## src/mtimer_pkg.sv

```systemverilog
package mtimer_pkg;

  // Register offset inside the timer window
  typedef logic [15:0] addr_t;

  typedef logic [31:0] data_t;

  typedef logic [3:0] id_t;

  typedef logic [1:0] resp_t;

  // mtime and mtimecmp
  typedef logic [63:0] time_t;

  localparam resp_t RESP_OKAY   = 2'b00;
  localparam resp_t RESP_SLVERR = 2'b10;

  localparam addr_t OFS_MTIME_LO = 16'h0000;
  localparam addr_t OFS_MTIME_HI = 16'h0004;
  localparam addr_t OFS_CMP_LO   = 16'h0008;
  localparam addr_t OFS_CMP_HI   = 16'h000C;

  // Target of a decoded access, SEL_NONE for unmapped offsets
  typedef enum logic [2:0] {
    SEL_MTIME_LO,
    SEL_MTIME_HI,
    SEL_CMP_LO,
    SEL_CMP_HI,
    SEL_NONE
  } reg_sel_t;

endpackage

```

## src/mtimer_prescaler.sv

```systemverilog
module mtimer_prescaler #(
  parameter int PRESCALE = 1
) (
  input  logic clk,
  input  logic rst,
  output logic tick
);

  localparam int CW = (PRESCALE > 1) ? $clog2(PRESCALE) : 1;
  localparam logic [CW-1:0] RELOAD = CW'(PRESCALE - 1);

  logic [CW-1:0] cnt;

  // Down-counter, tick on wrap
  always_ff @(posedge clk) begin
    if (!rst) begin
      cnt  <= RELOAD;
      tick <= 1'b0;
    end else if (cnt == '0) begin
      cnt  <= RELOAD;
      tick <= 1'b1;
    end else begin
      cnt  <= cnt - 1'b1;
      tick <= 1'b0;
    end
  end

  // Back-to-back ticks only when dividing by one
  a_tick_spacing: assert property (
    @(posedge clk) disable iff (!rst)
    (PRESCALE > 1) && tick |=> !tick
  ) else $error("prescaler tick high on two consecutive cycles");

endmodule

```

## src/mtimer_axi_slave.sv

```systemverilog
module mtimer_axi_slave (
  input  logic                 clk,
  input  logic                 rst,

  input  logic                 awvalid,
  output logic                 awready,
  input  mtimer_pkg::addr_t    awaddr,
  input  mtimer_pkg::id_t      awid,

  input  logic                 wvalid,
  output logic                 wready,
  input  mtimer_pkg::data_t    wdata,

  output logic                 bvalid,
  input  logic                 bready,
  output mtimer_pkg::resp_t    bresp,
  output mtimer_pkg::id_t      bid,

  input  logic                 arvalid,
  output logic                 arready,
  input  mtimer_pkg::addr_t    araddr,
  input  mtimer_pkg::id_t      arid,

  output logic                 rvalid,
  input  logic                 rready,
  output mtimer_pkg::data_t    rdata,
  output mtimer_pkg::resp_t    rresp,
  output mtimer_pkg::id_t      rid,
  output logic                 rlast,

  output logic                 wr_en,
  output mtimer_pkg::reg_sel_t wr_sel,
  output mtimer_pkg::data_t    wr_data,
  output mtimer_pkg::reg_sel_t rd_sel,
  input  mtimer_pkg::data_t    rd_data
);

  typedef enum logic [1:0] {
    WR_ADDR,
    WR_DATA,
    WR_RESP
  } wr_state_t;

  wr_state_t            wr_state;
  mtimer_pkg::reg_sel_t wr_sel_q;
  logic                 aw_fire;
  logic                 w_fire;
  logic                 ar_fire;

  function automatic mtimer_pkg::reg_sel_t decode(input mtimer_pkg::addr_t addr);
    case (addr)
      mtimer_pkg::OFS_MTIME_LO: decode = mtimer_pkg::SEL_MTIME_LO;
      mtimer_pkg::OFS_MTIME_HI: decode = mtimer_pkg::SEL_MTIME_HI;
      mtimer_pkg::OFS_CMP_LO:   decode = mtimer_pkg::SEL_CMP_LO;
      mtimer_pkg::OFS_CMP_HI:   decode = mtimer_pkg::SEL_CMP_HI;
      default:                  decode = mtimer_pkg::SEL_NONE;
    endcase
  endfunction

  assign awready = (wr_state == WR_ADDR);
  assign wready  = (wr_state == WR_DATA);
  assign bvalid  = (wr_state == WR_RESP);

  assign aw_fire = awvalid && awready;
  assign w_fire  = wvalid && wready;

  // Unmapped writes are dropped
  assign wr_en   = w_fire && (wr_sel_q != mtimer_pkg::SEL_NONE);
  assign wr_sel  = wr_sel_q;
  assign wr_data = wdata;

  always_ff @(posedge clk) begin
    if (!rst) begin
      wr_state <= WR_ADDR;
    end else begin
      case (wr_state)
        WR_ADDR: if (aw_fire) wr_state <= WR_DATA;
        WR_DATA: if (w_fire) wr_state <= WR_RESP;
        WR_RESP: if (bready) wr_state <= WR_ADDR;
        default: wr_state <= WR_ADDR;
      endcase
    end
  end

  // Write address and response payload
  always_ff @(posedge clk) begin
    if (aw_fire) begin
      wr_sel_q <= decode(awaddr);
      bid      <= awid;
    end
    if (w_fire) begin
      bresp <= (wr_sel_q == mtimer_pkg::SEL_NONE) ? mtimer_pkg::RESP_SLVERR
                                                  : mtimer_pkg::RESP_OKAY;
    end
  end

  // One read response in flight
  assign arready = !rvalid;
  assign ar_fire = arvalid && arready;
  assign rd_sel  = decode(araddr);
  assign rlast   = rvalid;

  always_ff @(posedge clk) begin
    if (!rst) begin
      rvalid <= 1'b0;
    end else if (ar_fire) begin
      rvalid <= 1'b1;
    end else if (rready) begin
      rvalid <= 1'b0;
    end
  end

  always_ff @(posedge clk) begin
    if (ar_fire) begin
      rdata <= rd_data;
      rresp <= (rd_sel == mtimer_pkg::SEL_NONE) ? mtimer_pkg::RESP_SLVERR
                                                : mtimer_pkg::RESP_OKAY;
      rid   <= arid;
    end
  end

  a_bvalid_hold: assert property (
    @(posedge clk) disable iff (!rst)
    bvalid && !bready |=> bvalid
  ) else $error("bvalid dropped before bready");

  a_rdata_stable: assert property (
    @(posedge clk) disable iff (!rst)
    rvalid && !rready |=> rvalid && $stable(rdata)
  ) else $error("read response changed while stalled");

endmodule

```

## src/mtimer_regs.sv

```systemverilog
module mtimer_regs (
  input  logic                 clk,
  input  logic                 rst,
  input  logic                 tick,
  input  logic                 wr_en,
  input  mtimer_pkg::reg_sel_t wr_sel,
  input  mtimer_pkg::data_t    wr_data,
  input  mtimer_pkg::reg_sel_t rd_sel,
  output mtimer_pkg::data_t    rd_data,
  output logic                 irq
);

  mtimer_pkg::time_t mtime;
  mtimer_pkg::time_t mtimecmp;
  logic              mtime_wr;

  assign mtime_wr = wr_en && ((wr_sel == mtimer_pkg::SEL_MTIME_LO) ||
                              (wr_sel == mtimer_pkg::SEL_MTIME_HI));

  // Software write beats the tick
  always_ff @(posedge clk) begin
    if (!rst) begin
      mtime <= '0;
    end else if (mtime_wr) begin
      if (wr_sel == mtimer_pkg::SEL_MTIME_LO) begin
        mtime[31:0] <= wr_data;
      end else begin
        mtime[63:32] <= wr_data;
      end
    end else if (tick) begin
      mtime <= mtime + 64'd1;
    end
  end

  // All ones so no interrupt fires out of reset
  always_ff @(posedge clk) begin
    if (!rst) begin
      mtimecmp <= '1;
    end else if (wr_en) begin
      case (wr_sel)
        mtimer_pkg::SEL_CMP_LO: mtimecmp[31:0]  <= wr_data;
        mtimer_pkg::SEL_CMP_HI: mtimecmp[63:32] <= wr_data;
        default: ;
      endcase
    end
  end

  always_comb begin
    case (rd_sel)
      mtimer_pkg::SEL_MTIME_LO: rd_data = mtime[31:0];
      mtimer_pkg::SEL_MTIME_HI: rd_data = mtime[63:32];
      mtimer_pkg::SEL_CMP_LO:   rd_data = mtimecmp[31:0];
      mtimer_pkg::SEL_CMP_HI:   rd_data = mtimecmp[63:32];
      default:                  rd_data = '0;
    endcase
  end

  // Compare stage
  always_ff @(posedge clk) begin
    if (!rst) begin
      irq <= 1'b0;
    end else begin
      irq <= (mtime >= mtimecmp);
    end
  end

  a_irq_reset: assert property (
    @(posedge clk)
    $rose(rst) |=> !irq
  ) else $error("irq high right after reset");

endmodule

```

## src/mtimer_top.sv

```systemverilog
module mtimer_top #(
  parameter int PRESCALE = 1
) (
  input  logic              clk,
  input  logic              rst,

  input  logic              awvalid,
  output logic              awready,
  input  mtimer_pkg::addr_t awaddr,
  input  mtimer_pkg::id_t   awid,

  input  logic              wvalid,
  output logic              wready,
  input  mtimer_pkg::data_t wdata,

  output logic              bvalid,
  input  logic              bready,
  output mtimer_pkg::resp_t bresp,
  output mtimer_pkg::id_t   bid,

  input  logic              arvalid,
  output logic              arready,
  input  mtimer_pkg::addr_t araddr,
  input  mtimer_pkg::id_t   arid,

  output logic              rvalid,
  input  logic              rready,
  output mtimer_pkg::data_t rdata,
  output mtimer_pkg::resp_t rresp,
  output mtimer_pkg::id_t   rid,
  output logic              rlast,

  output logic              irq
);

  logic                 tick;
  logic                 wr_en;
  mtimer_pkg::reg_sel_t wr_sel;
  mtimer_pkg::data_t    wr_data;
  mtimer_pkg::reg_sel_t rd_sel;
  mtimer_pkg::data_t    rd_data;

  mtimer_prescaler #(
    .PRESCALE (PRESCALE)
  ) prescaler_i (
    .clk  (clk),
    .rst  (rst),
    .tick (tick)
  );

  mtimer_axi_slave axi_slave_i (
    .clk     (clk),
    .rst     (rst),
    .awvalid (awvalid),
    .awready (awready),
    .awaddr  (awaddr),
    .awid    (awid),
    .wvalid  (wvalid),
    .wready  (wready),
    .wdata   (wdata),
    .bvalid  (bvalid),
    .bready  (bready),
    .bresp   (bresp),
    .bid     (bid),
    .arvalid (arvalid),
    .arready (arready),
    .araddr  (araddr),
    .arid    (arid),
    .rvalid  (rvalid),
    .rready  (rready),
    .rdata   (rdata),
    .rresp   (rresp),
    .rid     (rid),
    .rlast   (rlast),
    .wr_en   (wr_en),
    .wr_sel  (wr_sel),
    .wr_data (wr_data),
    .rd_sel  (rd_sel),
    .rd_data (rd_data)
  );

  mtimer_regs regs_i (
    .clk     (clk),
    .rst     (rst),
    .tick    (tick),
    .wr_en   (wr_en),
    .wr_sel  (wr_sel),
    .wr_data (wr_data),
    .rd_sel  (rd_sel),
    .rd_data (rd_data),
    .irq     (irq)
  );

endmodule

```

## config.mk

```make
export PLATFORM = sky130hd
export DESIGN_NAME = mtimer_top
export DESIGN_NICKNAME = d
export VERILOG_FILES = /design/src/mtimer_pkg.sv /design/src/mtimer_prescaler.sv /design/src/mtimer_axi_slave.sv /design/src/mtimer_regs.sv /design/src/mtimer_top.sv
export SDC_FILE = /design/constraint.sdc
export NUM_CORES = 1
export LEC_CHECK = 0
export ABC_AREA = 1
export BUFFER_PORTS_ARGS = -buffer_cell sky130_fd_sc_hd__buf_2
export CAP_MARGIN = 15
export CORE_AREA = 2 2 136 138
export DETAILED_ROUTE_END_ITERATION = 6
export DIE_AREA = 0 0 138 140
export PLACE_DENSITY = 0.85
export SYNTH_ARGS = -nofsm -noshare
export SYNTH_HDL_FRONTEND = slang
export SYNTH_SLANG_ARGS = --single-unit
```

## constraint.sdc

```tcl
create_clock -name clk -period 2.8 [get_ports clk]
set_input_delay 0.56 -clock clk [delete_from_list [all_inputs] [get_ports clk]]
set_output_delay 0.56 -clock clk [all_outputs]
set_load 0.02 [all_outputs]
```

==> qor.csv <==
metric;value;unit
fin_nets;1852;
cts_buffer_depth;2;
place_congestion;1.04;
critPathCaptureType;flop;
power.density;467;nW/µm²
path_cells;inv_1 > nor3_1 > nand2_1 > nor2_1 > nand2_1 > nor2_1 > nand2_1 > nand2_1 > nand2_1 > a21oi_1;
die-area;19300;µm²
max-slew-margin-rel;40.9;%
synth_seq_cells;179;
cap_violations;0;
critPathLaunch;regs_i.mtime[32];
post-dp-hpwl;27400;µm
cts_buffers;17;
yosysWarnings;0;
synth_compound_area_share;18.6;%
ff2ff_path_depth;10;
synth_edf_count;45;
r2r_start;regs_i.mtime[32];
synth_area;11300;µm²
min_to;axi_slave_i.bid[0];
dieHeight;140;µm
synth_top_cell_by_area;dfxtp_1;
cts_tree;done;
slowest_stage;nor3_1;
path_common_cell;nand2_1;
syn_area_per_cell;7.04;µm²
cp_slowest_stage_delay;530;ps
synth_async_sr_flop_share;0;%
yosysSeqAreaShare;35.8;%
fp.dieW;138;µm
synth_top_family_by_area;simple AND/OR/NAND/NOR gates;
fmax;443;MHz
antenna_found_initial;1;
fin_crit;2260;ps
io_buffer_count;127;
worstPathArrival;2640;ps
synthAdderAreaFrac;7.22;%
ys.flop_type;dfxtp_1;
grt_max_degree;50;
synth_cell_type_count;44;
remaining_drc_errors;3;
ant_nets;0;
clock_sinks;179;
min_path_cells;1;
post-route-period-util;80.7;%
yosys.area_share.xor_xnor;1.40;%
diodes;0;
critPathKind;reg2reg;
h-tree-depth;4;
ff2ff_setup_slack;540;ps
worstSetupStartpointType;flop;
cts_root_buf;clkbuf_16;
overflow;0;
track_usage;38.4;%
post_cts_buffers;0;
status;complete, but fails checks;
drtPass1Iterations;7;
tightest_slew;886;ps
r2r_end;regs_i.mtime[60];
netlist_instances;1601;
hold_buffers;0;
initial_core_util;63.3;%
power.total;0.00590;W
core_area;17800;µm²
hold_viol;0;
synth_top_cell_area_share;23.8;%
hold_path.startpoint;awid[0];
crit_family;simple AND/OR/NAND/NOR gates;
rsz0062_at_grt;false;
worst_ep_required_time;3180;ps
vias;11900;
initialDrtViolationCount;1528;
ir_worst_vdd;0.432;mV
setup_viol;0;
viasPerCell;6.09;
synthMuxAreaShare;0;%
violations;design-rule violations;
worstPathMaxFanout;5;
path_clk_slew;80;ps
fin_worst_skew;12.9;ps
hold_class;in2reg;
pin_count;130;
setup_tns;0;ps
area_growth;12.1;%
grt_pass1_vias;11200;
drt_wl_total;37900;µm
synth.area.top_cells;dfxtp_1 (24%), edfxtp_1 (12%), nand2_1 (11%), ha_1 (7.2%), inv_1 (7.1%);
final-max-slew-violation-count;0;
leakagePower;6.03;nW
drive_gt1_share;15.1;%
path_buf_inv;1;
wl_per_cell;19.4;µm
yosys.area_share.simple;26.5;%
rows;49;
grt_pass1_wl;59300;µm
cts-resized-gates;0;
clock_latency;440;ps
## kinds of logic (layout without fill, tap and decap cells)
family / Yosys count / count (layout)
buffers and inverters: 290 / 408
XOR/XNOR: 18 / 18
adder cells (fa/ha/maj): 65 / 65
AND/OR/NAND/NOR: 667 / 667
flip-flops: 179 / 179
other: 1 / 3
AO/OA/AOI/OAI: 381 / 381
## placed cells by master, fill, tap and decap left out, drive strengths merged
| cell | instances |
|---|---|
| nand2 | 338 |
| inv | 232 |
| nor2 | 168 |
| buf | 150 |
| a21oi | 146 |
| dfxtp | 134 |
| o21ai | 121 |
| ha | 65 |
| o22ai | 64 |
| nand3 | 63 |
| edfxtp | 45 |
| o211ai | 35 |
| nor3 | 34 |
| or2 | 32 |
| nand4 | 21 |
| xor2 | 18 |
| clkbuf | 18 |
| a31oi | 10 |
| nor4 | 6 |
| clkinv | 6 |
| conb | 3 |
| nand3b | 2 |
| o21a | 2 |
| nor3b | 1 |
| nor2b | 1 |
| and2 | 1 |
| a21o | 1 |
| o21bai | 1 |
| a21boi | 1 |
| bufinv | 1 |
| clkinvlp | 1 |
## layer usage
layer / GRT usage [%] / wire (µm) / up-vias
li1: - / - / 5537
met1: 50.6 / 15500 / 5446
met2: 61.4 / 16700 / 742
met3: 7.66 / 3870 / 146
met4: 17.3 / 1710 / 2
met5: 0 / 12 / -
## per-stage QoR
stage	std cells	instance area [µm²]	util, %	worst slack (ps)	hold slack (ps)
final	1950	12600	71.0	542	284
after global routing	1950	12600	71.0	420	284
after CTS	1950	12600	71.0	668	285
after detailed placement	1918	12000	67.7	621	376
after global placement	1918	12000	67.7	645	372
after floorplan	1603	11300	-	1010	368
## flip-flops by register name, indices dropped and copies added (netlist names)
register	count
axi_slave_i.bid	4
axi_slave_i.bresp	1
axi_slave_i.rdata	32
axi_slave_i.rid	4
axi_slave_i.rlast	1
axi_slave_i.rresp	1
axi_slave_i.wr_sel	3
axi_slave_i.wr_state	2
prescaler_i.cnt	1
prescaler_i.tick	1
regs_i.irq	1
regs_i.mtime	64
regs_i.mtimecmp	64
## area by class of cell
type	count	area [µm²]
clock buffers	18	439
clock inverters	14	144
fillers	1491	5150
inverters	226	855
multi-input cells	1134	6060
flip-flops and latches	179	4030
well taps	229	287
repair buffers	150	808
## how the worst max path moves through the flow
| stage | endpoint | slack (ps) | cells past startpoint |
|---|---|---|---|
| after floorplan | axi_slave_i.rdata[25] | 1010 | 7 |
| after global placement | axi_slave_i.rdata[10] | 650 | 8 |
| after detailed placement | axi_slave_i.rdata[24] | 620 | 8 |
| after CTS | regs_i.mtime[60] | 670 | 10 |
| after global routing | regs_i.mtime[60] | 420 | 10 |
| final | regs_i.mtime[60] | 540 | 10 |
## power by group
group	internal, W	leakage (nW)	switching, W
Clock	0.00128	0.287	0.00117
Sequential	0.00274	1.52	0.000107
Combinational	0.000195	4.22	0.000394
## cells in the mapped netlist (5+ instances only)
master	number
o21ai_0	91
buf_2	19
nor2_1	152
buf_4	5
xor2_1	18
inv_1	214
nand4_1	21
nor2_2	9
a21oi_1	146
clkbuf_1	33
nor2_4	6
a31oi_1	10
ha_1	65
nand2_1	326
edfxtp_1	45
o21ai_1	30
dfxtp_1	134
buf_6	5
nor3_1	30
or2_2	31
o22ai_1	64
inv_2	9
nand2_2	8
o211ai_1	35
nand3_1	62
(Power assumes the default switching activity.)
